--- config.mk ---
export PLATFORM = sky130hd
export DESIGN_NAME = icache_top
export DESIGN_NICKNAME = d
export VERILOG_FILES = /design/src/bus_pkg.sv /design/src/cache_pkg.sv /design/src/fetch_perf_counters.sv /design/src/icache.sv /design/src/icache_top.sv /design/src/pattern_rom.sv
export SDC_FILE = /design/constraint.sdc
export NUM_CORES = 2
export LEC_CHECK = 0
export BUFFER_PORTS_ARGS = -buffer_cell sky130_fd_sc_hd__buf_2
export CORE_MARGIN = 2
export CORE_UTILIZATION = 67
export CTS_CLUSTER_SIZE = 28
export DETAILED_ROUTE_END_ITERATION = 16
export PLACE_DENSITY = 0.94
export SYNTH_ARGS = -nofsm -noshare
export SYNTH_HDL_FRONTEND = slang
export SYNTH_HIERARCHICAL = 1
export SYNTH_SLANG_ARGS = --single-unit
--- constraint.sdc ---
create_clock -name clk -period 10.25 [get_ports clk]
set_input_delay 2.05 -clock clk [delete_from_list [all_inputs] [get_ports clk]]
set_output_delay 2.05 -clock clk [all_outputs]
set_load 0.02 [all_outputs]
--- src/bus_pkg.sv ---
package bus_pkg;

  localparam int ADDR_W = 32;
  localparam int DATA_W = 64;
  localparam int WORD_W = DATA_W / 2;                 // one lane of the read bus
  localparam int LEN_W = 8;                           // beats minus one

  localparam logic [2:0] SIZE_4B = 3'b010;
  localparam logic [1:0] BURST_FIXED = 2'b00;
  localparam logic [1:0] BURST_WRAP = 2'b10;

  // memory model behaviour
  localparam int MEM_LATENCY = 3;                     // accept to first beat
  localparam logic [31:0] MEM_PATTERN = 32'h5a3c_96e1; // word = byte addr ^ this

endpackage

--- src/cache_pkg.sv ---
package cache_pkg;

  // line geometry, direct mapped
  localparam int OFFSET_W = 4;                        // 16-byte line
  localparam int INDEX_W = 4;
  localparam int TAG_W = 32 - OFFSET_W - INDEX_W;
  localparam int SET_N = 1 << INDEX_W;
  localparam int WORDS_PER_LINE = (1 << OFFSET_W) / 4;
  localparam int WORD_SEL_W = OFFSET_W - 2;           // word select inside a line

  // top address nibble at or above this is cached
  localparam logic [3:0] CACHEABLE_BASE = 4'h3;      // sram below stays uncached

  // response classes reported to the counters
  localparam logic [1:0] KIND_HIT = 2'd0;
  localparam logic [1:0] KIND_MISS = 2'd1;
  localparam logic [1:0] KIND_BYPASS = 2'd2;

endpackage

--- src/fetch_perf_counters.sv ---
`timescale 1ns/1ps

module fetch_perf_counters (
  input  logic        clk,
  input  logic        rstn,
  input  logic        resp_done,
  input  logic [1:0]  resp_kind,
  output logic [31:0] hit_count,
  output logic [31:0] miss_count,
  output logic [31:0] bypass_count
);

  // sticks at all ones
  function automatic logic [31:0] sat_inc(input logic [31:0] value);
    return (value == '1) ? value : value + 1'b1;
  endfunction

  always_ff @(posedge clk) begin
    if (!rstn) begin
      hit_count <= '0;
      miss_count <= '0;
      bypass_count <= '0;
    end else if (resp_done) begin
      case (resp_kind)
        cache_pkg::KIND_HIT:    hit_count <= sat_inc(hit_count);
        cache_pkg::KIND_MISS:   miss_count <= sat_inc(miss_count);
        cache_pkg::KIND_BYPASS: bypass_count <= sat_inc(bypass_count);
        default: ;                                   // unused code
      endcase
    end
  end

endmodule

--- src/icache.sv ---
`timescale 1ns/1ps

module icache (
  input  logic                           clk,
  input  logic                           rstn,
  input  logic                           ifu_arvalid,
  input  logic [bus_pkg::ADDR_W-1:0]     ifu_araddr,
  output logic                           ifu_arready,
  output logic                           ifu_rvalid,
  output logic [bus_pkg::DATA_W-1:0]     ifu_rdata,
  input  logic                           ifu_rready,
  output logic                           mem_arvalid,
  output logic [bus_pkg::ADDR_W-1:0]     mem_araddr,
  output logic [bus_pkg::LEN_W-1:0]      mem_arlen,
  output logic [2:0]                     mem_arsize,
  output logic [1:0]                     mem_arburst,
  input  logic                           mem_arready,
  input  logic                           mem_rvalid,
  input  logic [bus_pkg::DATA_W-1:0]     mem_rdata,
  input  logic                           mem_rlast,
  output logic                           mem_rready,
  output logic                           resp_done,
  output logic [1:0]                     resp_kind
);

  logic                                valid_arr [cache_pkg::SET_N];
  logic [cache_pkg::TAG_W-1:0]         tag_arr [cache_pkg::SET_N];
  logic [bus_pkg::WORD_W-1:0]          data_arr [cache_pkg::SET_N][cache_pkg::WORDS_PER_LINE];

  logic [cache_pkg::TAG_W-1:0]         req_tag;
  logic [cache_pkg::INDEX_W-1:0]       req_index;
  logic [cache_pkg::WORD_SEL_W-1:0]    req_word;
  logic [cache_pkg::WORD_SEL_W-1:0]    first_word;
  logic                                req_cacheable;
  logic                                req_hit;
  logic                                accept;
  logic                                cacheable_sel;

  logic [cache_pkg::TAG_W-1:0]         tag_q;
  logic [cache_pkg::INDEX_W-1:0]       index_q;
  logic [cache_pkg::WORD_SEL_W-1:0]    word_q;         // running fill position
  logic [bus_pkg::WORD_W-1:0]          hit_word_q;
  logic                                ifu_arready_q;
  logic                                hit_valid_q;
  logic                                busy_q;         // miss or bypass in flight
  logic                                bypass_q;
  logic                                ar_pend_q;

  logic [bus_pkg::WORD_W-1:0]          beat_word;
  logic                                fill_fire;

  assign req_tag = ifu_araddr[bus_pkg::ADDR_W-1:cache_pkg::OFFSET_W+cache_pkg::INDEX_W];
  assign req_index = ifu_araddr[cache_pkg::OFFSET_W+cache_pkg::INDEX_W-1:cache_pkg::OFFSET_W];
  assign req_word = ifu_araddr[cache_pkg::OFFSET_W-1:2];
  assign req_cacheable = ifu_araddr[bus_pkg::ADDR_W-1 -: 4] >= cache_pkg::CACHEABLE_BASE;
  assign req_hit = req_cacheable & valid_arr[req_index] & (tag_arr[req_index] == req_tag);

  // wrap starts one word after the request so the last beat is the wanted word
  assign first_word = req_cacheable ? req_word + 1'b1 : req_word;

  assign accept = ifu_arvalid & ifu_arready;
  assign ifu_arready = ifu_arready_q;

  // address phase goes out in the acceptance cycle, held if the memory is busy
  assign cacheable_sel = accept ? req_cacheable : ~bypass_q;
  assign mem_arvalid = (accept & ~req_hit) | ar_pend_q;
  assign mem_araddr = accept ? {req_tag, req_index, first_word, 2'b00}
                             : {tag_q, index_q, word_q, 2'b00};
  assign mem_arlen = cacheable_sel ? bus_pkg::LEN_W'(cache_pkg::WORDS_PER_LINE - 1) : '0;
  assign mem_arsize = bus_pkg::SIZE_4B;
  assign mem_arburst = cacheable_sel ? bus_pkg::BURST_WRAP : bus_pkg::BURST_FIXED;

  // lane picked by address bit 2
  assign beat_word = word_q[0] ? mem_rdata[bus_pkg::DATA_W-1:bus_pkg::WORD_W]
                               : mem_rdata[bus_pkg::WORD_W-1:0];

  // final beat waits for the fetch unit
  assign mem_rready = busy_q & (~mem_rlast | ifu_rready);
  assign fill_fire = mem_rvalid & mem_rready & ~bypass_q;

  assign ifu_rvalid = hit_valid_q | (busy_q & mem_rvalid & mem_rlast);
  assign ifu_rdata = hit_valid_q ? {2{hit_word_q}} : {2{beat_word}};

  assign resp_done = ifu_rvalid & ifu_rready;
  assign resp_kind = hit_valid_q ? cache_pkg::KIND_HIT
                   : bypass_q    ? cache_pkg::KIND_BYPASS
                   :               cache_pkg::KIND_MISS;

  always_ff @(posedge clk) begin
    if (!rstn) begin
      ifu_arready_q <= 1'b1;
      hit_valid_q <= 1'b0;
      busy_q <= 1'b0;
      bypass_q <= 1'b0;
      ar_pend_q <= 1'b0;
      for (int i = 0; i < cache_pkg::SET_N; i++) begin
        valid_arr[i] <= 1'b0;
      end
    end else begin
      if (resp_done) begin
        hit_valid_q <= 1'b0;
        if (busy_q) begin
          busy_q <= 1'b0;
          ifu_arready_q <= 1'b1;   // reopens next cycle
        end
      end
      if (accept) begin
        bypass_q <= ~req_cacheable;
        if (req_hit) begin
          hit_valid_q <= 1'b1;
        end else begin
          busy_q <= 1'b1;
          ifu_arready_q <= 1'b0;
          ar_pend_q <= ~mem_arready;
        end
      end else if (ar_pend_q && mem_arready) begin
        ar_pend_q <= 1'b0;
      end
      if (fill_fire && mem_rlast) begin
        valid_arr[index_q] <= 1'b1;
      end
    end
  end

  always_ff @(posedge clk) begin
    if (accept) begin
      tag_q <= req_tag;
      index_q <= req_index;
      word_q <= first_word;
      hit_word_q <= data_arr[req_index][req_word];
    end else if (fill_fire) begin
      data_arr[index_q][word_q] <= beat_word;
      word_q <= word_q + 1'b1;     // wraps inside the line
      if (mem_rlast) begin
        tag_arr[index_q] <= tag_q;
      end
    end
  end

endmodule

--- src/icache_top.sv ---
`timescale 1ns/1ps

module icache_top (
  input  logic                         clk,
  input  logic                         rstn,
  input  logic                         ifu_arvalid,
  input  logic [bus_pkg::ADDR_W-1:0]   ifu_araddr,
  output logic                         ifu_arready,
  output logic                         ifu_rvalid,
  output logic [bus_pkg::DATA_W-1:0]   ifu_rdata,
  input  logic                         ifu_rready,
  output logic [31:0]                  hit_count,
  output logic [31:0]                  miss_count,
  output logic [31:0]                  bypass_count
);

  logic                          mem_arvalid;
  logic [bus_pkg::ADDR_W-1:0]    mem_araddr;
  logic [bus_pkg::LEN_W-1:0]     mem_arlen;
  logic [2:0]                    mem_arsize;
  logic [1:0]                    mem_arburst;
  logic                          mem_arready;
  logic                          mem_rvalid;
  logic [bus_pkg::DATA_W-1:0]    mem_rdata;
  logic                          mem_rlast;
  logic                          mem_rready;
  logic                          resp_done;
  logic [1:0]                    resp_kind;

  icache u_icache (
    .clk         (clk),
    .rstn        (rstn),
    .ifu_arvalid (ifu_arvalid),
    .ifu_araddr  (ifu_araddr),
    .ifu_arready (ifu_arready),
    .ifu_rvalid  (ifu_rvalid),
    .ifu_rdata   (ifu_rdata),
    .ifu_rready  (ifu_rready),
    .mem_arvalid (mem_arvalid),
    .mem_araddr  (mem_araddr),
    .mem_arlen   (mem_arlen),
    .mem_arsize  (mem_arsize),
    .mem_arburst (mem_arburst),
    .mem_arready (mem_arready),
    .mem_rvalid  (mem_rvalid),
    .mem_rdata   (mem_rdata),
    .mem_rlast   (mem_rlast),
    .mem_rready  (mem_rready),
    .resp_done   (resp_done),
    .resp_kind   (resp_kind)
  );

  pattern_rom u_pattern_rom (
    .clk     (clk),
    .rstn    (rstn),
    .arvalid (mem_arvalid),
    .araddr  (mem_araddr),
    .arlen   (mem_arlen),
    .arsize  (mem_arsize),
    .arburst (mem_arburst),
    .arready (mem_arready),
    .rvalid  (mem_rvalid),
    .rdata   (mem_rdata),
    .rlast   (mem_rlast),
    .rready  (mem_rready)
  );

  fetch_perf_counters u_perf (
    .clk          (clk),
    .rstn         (rstn),
    .resp_done    (resp_done),
    .resp_kind    (resp_kind),
    .hit_count    (hit_count),
    .miss_count   (miss_count),
    .bypass_count (bypass_count)
  );

endmodule

--- src/pattern_rom.sv ---
`timescale 1ns/1ps

module pattern_rom (
  input  logic                          clk,
  input  logic                          rstn,
  input  logic                          arvalid,
  input  logic [bus_pkg::ADDR_W-1:0]    araddr,
  input  logic [bus_pkg::LEN_W-1:0]     arlen,
  input  logic [2:0]                    arsize,
  input  logic [1:0]                    arburst,
  output logic                          arready,
  output logic                          rvalid,
  output logic [bus_pkg::DATA_W-1:0]    rdata,
  output logic                          rlast,
  input  logic                          rready
);

  logic                              accept;
  logic                              arready_q;
  logic                              wait_q;          // latency countdown running
  logic                              rvalid_q;
  logic [3:0]                        cnt_q;
  logic [bus_pkg::LEN_W-1:0]         beats_left_q;
  logic [bus_pkg::ADDR_W-1:0]        addr_q;
  logic [bus_pkg::ADDR_W-1:0]        step_q;
  logic [bus_pkg::ADDR_W-1:0]        wrap_mask_q;
  logic [bus_pkg::ADDR_W-1:0]        len_ext;
  logic [bus_pkg::ADDR_W-1:0]        next_addr;
  logic [bus_pkg::WORD_W-1:0]        word;

  assign accept = arvalid & arready_q;
  assign arready = arready_q;
  assign rvalid = rvalid_q;
  assign rlast = rvalid_q & (beats_left_q == '0);

  assign len_ext = {{(bus_pkg::ADDR_W - bus_pkg::LEN_W){1'b0}}, arlen};

  // bits under the mask step and wrap, the rest stay fixed
  assign next_addr = (addr_q & ~wrap_mask_q) | ((addr_q + step_q) & wrap_mask_q);

  assign word = addr_q ^ bus_pkg::MEM_PATTERN;
  assign rdata = addr_q[2] ? {word, {bus_pkg::WORD_W{1'b0}}}
                           : {{bus_pkg::WORD_W{1'b0}}, word};

  always_ff @(posedge clk) begin
    if (!rstn) begin
      arready_q <= 1'b1;
      wait_q <= 1'b0;
      rvalid_q <= 1'b0;
      cnt_q <= '0;
      beats_left_q <= '0;
    end else if (accept) begin
      arready_q <= 1'b0;
      wait_q <= 1'b1;
      cnt_q <= 4'(bus_pkg::MEM_LATENCY - 2);  // first beat lands latency cycles out
      beats_left_q <= arlen;
    end else if (wait_q) begin
      if (cnt_q == '0) begin
        wait_q <= 1'b0;
        rvalid_q <= 1'b1;
      end else begin
        cnt_q <= cnt_q - 1'b1;
      end
    end else if (rvalid_q && rready) begin
      if (rlast) begin
        rvalid_q <= 1'b0;
        arready_q <= 1'b1;
      end else begin
        beats_left_q <= beats_left_q - 1'b1;
      end
    end
  end

  always_ff @(posedge clk) begin
    if (accept) begin
      addr_q <= araddr;
      step_q <= {{(bus_pkg::ADDR_W - 1){1'b0}}, 1'b1} << arsize;
      // incr bursts are not served, anything but wrap repeats the address
      wrap_mask_q <= (arburst == bus_pkg::BURST_WRAP) ? ((len_ext + 1'b1) << arsize) - 1'b1
                                                      : '0;
    end else if (rvalid_q && rready && !rlast) begin
      addr_q <= next_addr;
    end
  end

endmodule

==> key figures, run 1 <==
Status
  – Outcome: did not finish
  – Fail Step: 5_1_grt
  – Tool error: [ERROR GRT-0116] Global routing finished with congestion. Check the congestion regions in the DRC Viewer.

Clock network
  – Clock Sinks: between 2000 and 3000
  – Clk buf depth: 4
  – Root Buffer: clkbuf_16
  – Hold buffer count at CTS: 0
  – CTS Buf Count: 276
  – CTS resizes: 0
  – # Post-CTS Setup Buffers: 0
  – H-tree levels: 5

Floorplanning
  – Die width: 406 um
  – Die height: 406 um
  – Initial core utilization: 0.674
  – FP Rows: about 150
  – I/O pin total: between 150 and 200

Synth
  – Post-synth top area cell: edfxtp_1
  – Synth cell types: 105
  – Top cell type's share of synthesized area: 0.712
  – Mapped Area: roughly 110000 um^2
  – Ys flop type: edfxtp_1
  – Syn_area_per_cell: just over 20 um^2
  – Syn Inst Count: between 5000 and 6000
  – Number of flops mapped to enable cells by yosys: ~2600
  – Synthesis-stage register bit count: approximately 2700
  – Sequential-to-total area share from yosys stat: 0.736
  – Top post-synthesis cells by area: edfxtp_1, mux4_2, dfxtp_1
  – Async SR Flop Fraction: 0
  – Synth warnings: 6

GRT
  – Total global-route track usage: 0.517
  – Vias in the first global route: between 70000 and 80000
  – Pin count of the biggest net entering global routing: approximately 140
  – Gr ovfl total: approximately 150
  – First-pass GRT wire length: roughly 570000 um

Placed design
  – RePlAce Congestion: 0.906
  – DP HPWL: 199000 um
  – Buffers on Ports: 195
synthesized netlist by cell type, types with 36 or more instances:
cell and count:
nand3_1 69, xor2_1 39, mux4_2 768, xnor2_1 50, or3_1 39, nor3_1 36, a21oi_1 89, nand2_1 302
edfxtp_1 2565, mux2_2 65, nor2_1 205, buf_1 49, buf_4 60, dfxtp_1 132, mux2i_1 71, buf_2 80
nand4_1 48, o21ai_0 81, nor2b_1 46, clkbuf_1 129
through the flow:
step	cell area, um^2	setup WS (ns)	instances	util
after floorplan	108000	4.02	5364	-
after global placement	112000	2.70	7528	0.698
after detailed placement	112000	2.35	7528	0.698
after CTS	120000	3.18	7993	0.750
metal layers:
layer / track usage / GRT overflow
met5: 0.102 / 0
met4: 0.432 / 67
met3: 0.303 / 5
met2: 0.718 / 66
met1: 0.558 / 7
cells by family after synthesis:
| group | synth area share |
|---|---|
| compound gates | 0.0204 |
| xor+xnor | 0.00735 |
| fa+ha+maj | 0.00250 |
| buf+inv | 0.0170 |
| flops | 0.736 |
| mux | 0.174 |
| other cells | 0.000104 |
| simple gates | 0.0429 |
==> inputs of run 2 (changes only) <==
- CORE_UTILIZATION: 67 -> 40
- CTS_CLUSTER_SIZE: 28 -> not set
- PLACE_DENSITY: 0.94 -> not set
- PLACE_DENSITY_LB_ADDON: not set -> 0.15
==> run 2 against run 1 <==
The flow now finishes without violations; area after synthesis stayed put; synthesized cell count stayed put.
==> key figures, run 2 <==
Power
  – Total power draw: around 25000 uW
  – VDD IR max: about 0.17 mV
  – Cell Pwr Density: ~200 nW/um^2
  – Pleak: about 0.039 uW

Route
  – Via density: ~6
  – WL met3: ~19000 um
  – DRT iter0 DRCs: approximately 6400
  – DRT Wirelength: 307000 um
  – Drt wl/cell: 32.5 um
  – DRC viols: 0
  – Drt pass-1 iters: 6
  – Detail Route Antenna Nets: 0
  – Uppermost layer routed: met5
  – Routed length on met2: approximately 150000 um
  – Via Count: roughly 56000
  – WL met1: around 130000 um

Status
  – Outcome: finished clean

Clock network
  – Clock Sinks: 2697 (unchanged)
  – CTS resizes: 0 (unchanged)
  – Clk buf depth: 4 (unchanged)
  – CTS Buf Count: 298 (+8.0%)
  – CTS clk-pin slew, worst paths: about 0.060 ns
  – Clock Latency Late Sink: approximately 0.9 ns
  – H-tree levels: 5 (unchanged)
  – Root Buffer: clkbuf_16
  – Hold buffer count at CTS: 0 (unchanged)
  – CTS tree: built
  – # Post-CTS Setup Buffers: 0 (unchanged)

Placed design
  – DP HPWL: 157000 um (-21%)
  – RePlAce Congestion: 0.823 (-9.2%)
  – Placed cell areas: 114000 um^2 (+1.7%)
  – Buffers on Ports: 195 (unchanged)

Hold path
  – Min-Delay Path Depth: 1
  – Hold Path Class: reg -> reg
  – Hold Crit Start: u_icache/valid_arr[15]
  – Terminating pin of the worst hold path: u_icache/valid_arr[15]

Synth
  – Top post-synthesis cells by area: edfxtp_1, mux4_2, dfxtp_1
  – Mux contribution to synthesized area: 0.174 (unchanged)
  – Adder-Cell Fraction of Synth Area: 0.00250 (unchanged)
  – Mapped Area: 108000 um^2 (unchanged)
  – Syn_area_per_cell: 20.2 um^2 (unchanged)
  – Syn Inst Count: 5354 (unchanged)
  – Compound-gate portion of the synthesized area: 0.0204 (unchanged)
  – Top cell type's share of synthesized area: 0.712 (unchanged)
  – Synth warnings: 6 (unchanged)
  – Post-Synth Simple-Gate Area: 0.0429 (unchanged)
  – Synthesis-stage register bit count: 2697 (unchanged)
  – Largest family of logic cells by synthesized area: multiplexers
  – Ys flop type: edfxtp_1
  – Synth cell types: 105 (unchanged)
  – Top-count cell post-synth: edfxtp_1
  – Synth Area in XOR/XNOR: 0.00735 (unchanged)
  – Sequential-to-total area share from yosys stat: 0.736 (unchanged)
  – Async SR Flop Fraction: 0 (unchanged)
  – Number of flops mapped to enable cells by yosys: 2565 (unchanged)
  – Post-synth top area cell: edfxtp_1
  – Post-synth top cells: edfxtp_1, mux4_2, nand2_1

Cells and area
  – Nets: about 5700
  – Max reg flops: just over 2000
  – Fin area: ~120000 um^2
  – Commonest non-fill, non-tap cell in the layout: edfxtp_1
  – Biggest regs: u_icache/data_arr (2048), u_icache/tag_arr (384)
  – Core Util, Final: 0.459
  – Most frequent cells in the layout: edfxtp_1, mux4_2, clkbuf_16, nand2_1, buf_2
  – Share of cells above drive strength 1: 0.292
  – Biggest register: u_icache/data_arr
  – P&R area growth vs syn: 13.9%

STA
  – Final hold violation count: 0
  – Final Cycle Share: 0.627
  – Final Skew: 0.0421 ns
  – Relative slew slack: 0.200
  – Post-layout min period: about 6.4 ns
  – Setup TNS: 0 ns
  – Final setup viols: 0
  – Slew Viols, Final: 0
  – Slew @ Worst Pin: 1.20 ns
  – F_max: 156 MHz
  – Unrepaired setup endpoints after global routing: false

Critical path
  – Startpoint types: input port
  – RR Startpoint: u_pattern_rom/beats_left_q[2]
  – Flop2flop setup slack: about 5.5 ns
  – Setup CP Type: in -> reg
  – Worst-path fanout max: around 80
  – Crit. End Element: register
  – Worst R2R Path Depth: 9
  – Reg2reg end: u_perf/hit_count[31]
  – Critical path data arrival time: 7.13 ns
  – CP required: between 10 and 15 ns

Floorplanning
  – Die width: 524 um (+29%)
  – I/O pin total: 198 (unchanged)
  – Initial core utilization: 0.403 (-0.271)
  – Placeable Area: 269000 um^2
  – DIE AREA: roughly 270000 um^2
  – Die height: 524 um (+29%)
  – FP Rows: 190 (+29%)

GRT
  – Vias in the first global route: around 55000
  – Pin count of the biggest net entering global routing: ~140
  – First-pass GRT wire length: between 400000 and 500000 um
  – Total global-route track usage: 0.222
  – Gr ovfl total: 0
  – Antenna violations before repair: 18

Run
  – Max-cap violations: 0
[run 2: worst max path at each step]
stage,from,to
after detailed placement,ifu_araddr[6],register
final,ifu_araddr[6],register
after global routing,ifu_araddr[4],register
after floorplan,ifu_araddr[6],u_pattern_rom/step_q[0]
after global placement,ifu_araddr[6],register
after CTS,ifu_araddr[6],register
[run 2: cells by family (layout without fill, tap and decap cells)]
logic type / Yosys count / after routing
multiplexers: 907 / 907
adder cells (fa/ha/maj): 21 / 21
buffers and inverters: 372 / 921
XOR/XNOR: 90 / 90
flip-flops: 2697 / 2697
other: 3 / 16
AO/OA/AOI/OAI: 333 / 333
AND/OR/NAND/NOR: 931 / 931
[run 2: stage by stage]
step	hold WS (ns)	worst slack, ns	std cells
3_5_place_dp	0.452	3.02	8933
6_report	0.466	3.83	9468
3_3_place_gp	0.446	3.04	8933
5_1_grt	0.482	3.62	9467
4_1_cts	0.465	3.95	9464
2_1_floorplan	0.435	4.02	5364
[run 2: power breakdown]
| group | internal (uW) | switching (uW) | total (uW) |
|---|---|---|---|
| Combinational | 567 | 1210 | 1780 |
| Sequential | 12500 | 79.1 | 12600 |
| Clock | 6050 | 4370 | 10400 |
| Total | 19200 | 5660 | 24800 |
[run 2: critical path, cell delays in order]
cell and delay [ns]:
buf_8 0.53, buf_12 0.61, mux4_2 0.43, mux2i_1 0.32, o2bb2ai_1 0.12, a2111o_1 0.41, a2111oi_2 0.41, and4b_1 0.50
a21oi_2 0.15, or2_1 0.26, nand2_2 0.08, buf_4 0.66, nand3b_1 0.15, o211ai_1 0.22
[run 2: cell type report]
type                    count  area [um^2]
repair buffers            350         2240
well taps                3552         4440
multi-input cells        2295        27400
diodes                      3         7.51
clock buffers             371         7920
inverters                  40          160
clock inverters           160         1460
flip-flops and latches   2697        79700
fillers                 22701       145000
[run 2: layer usage]
metal | vias up | track usage
met1 | 30348 | 0.318
met5 | - | 0
met2 | 1972 | 0.361
met3 | 462 | 0.0294
met4 | 18 | 0.0555
li1 | 22793 | -
Note: power is estimated with default switching activity, not from simulation.
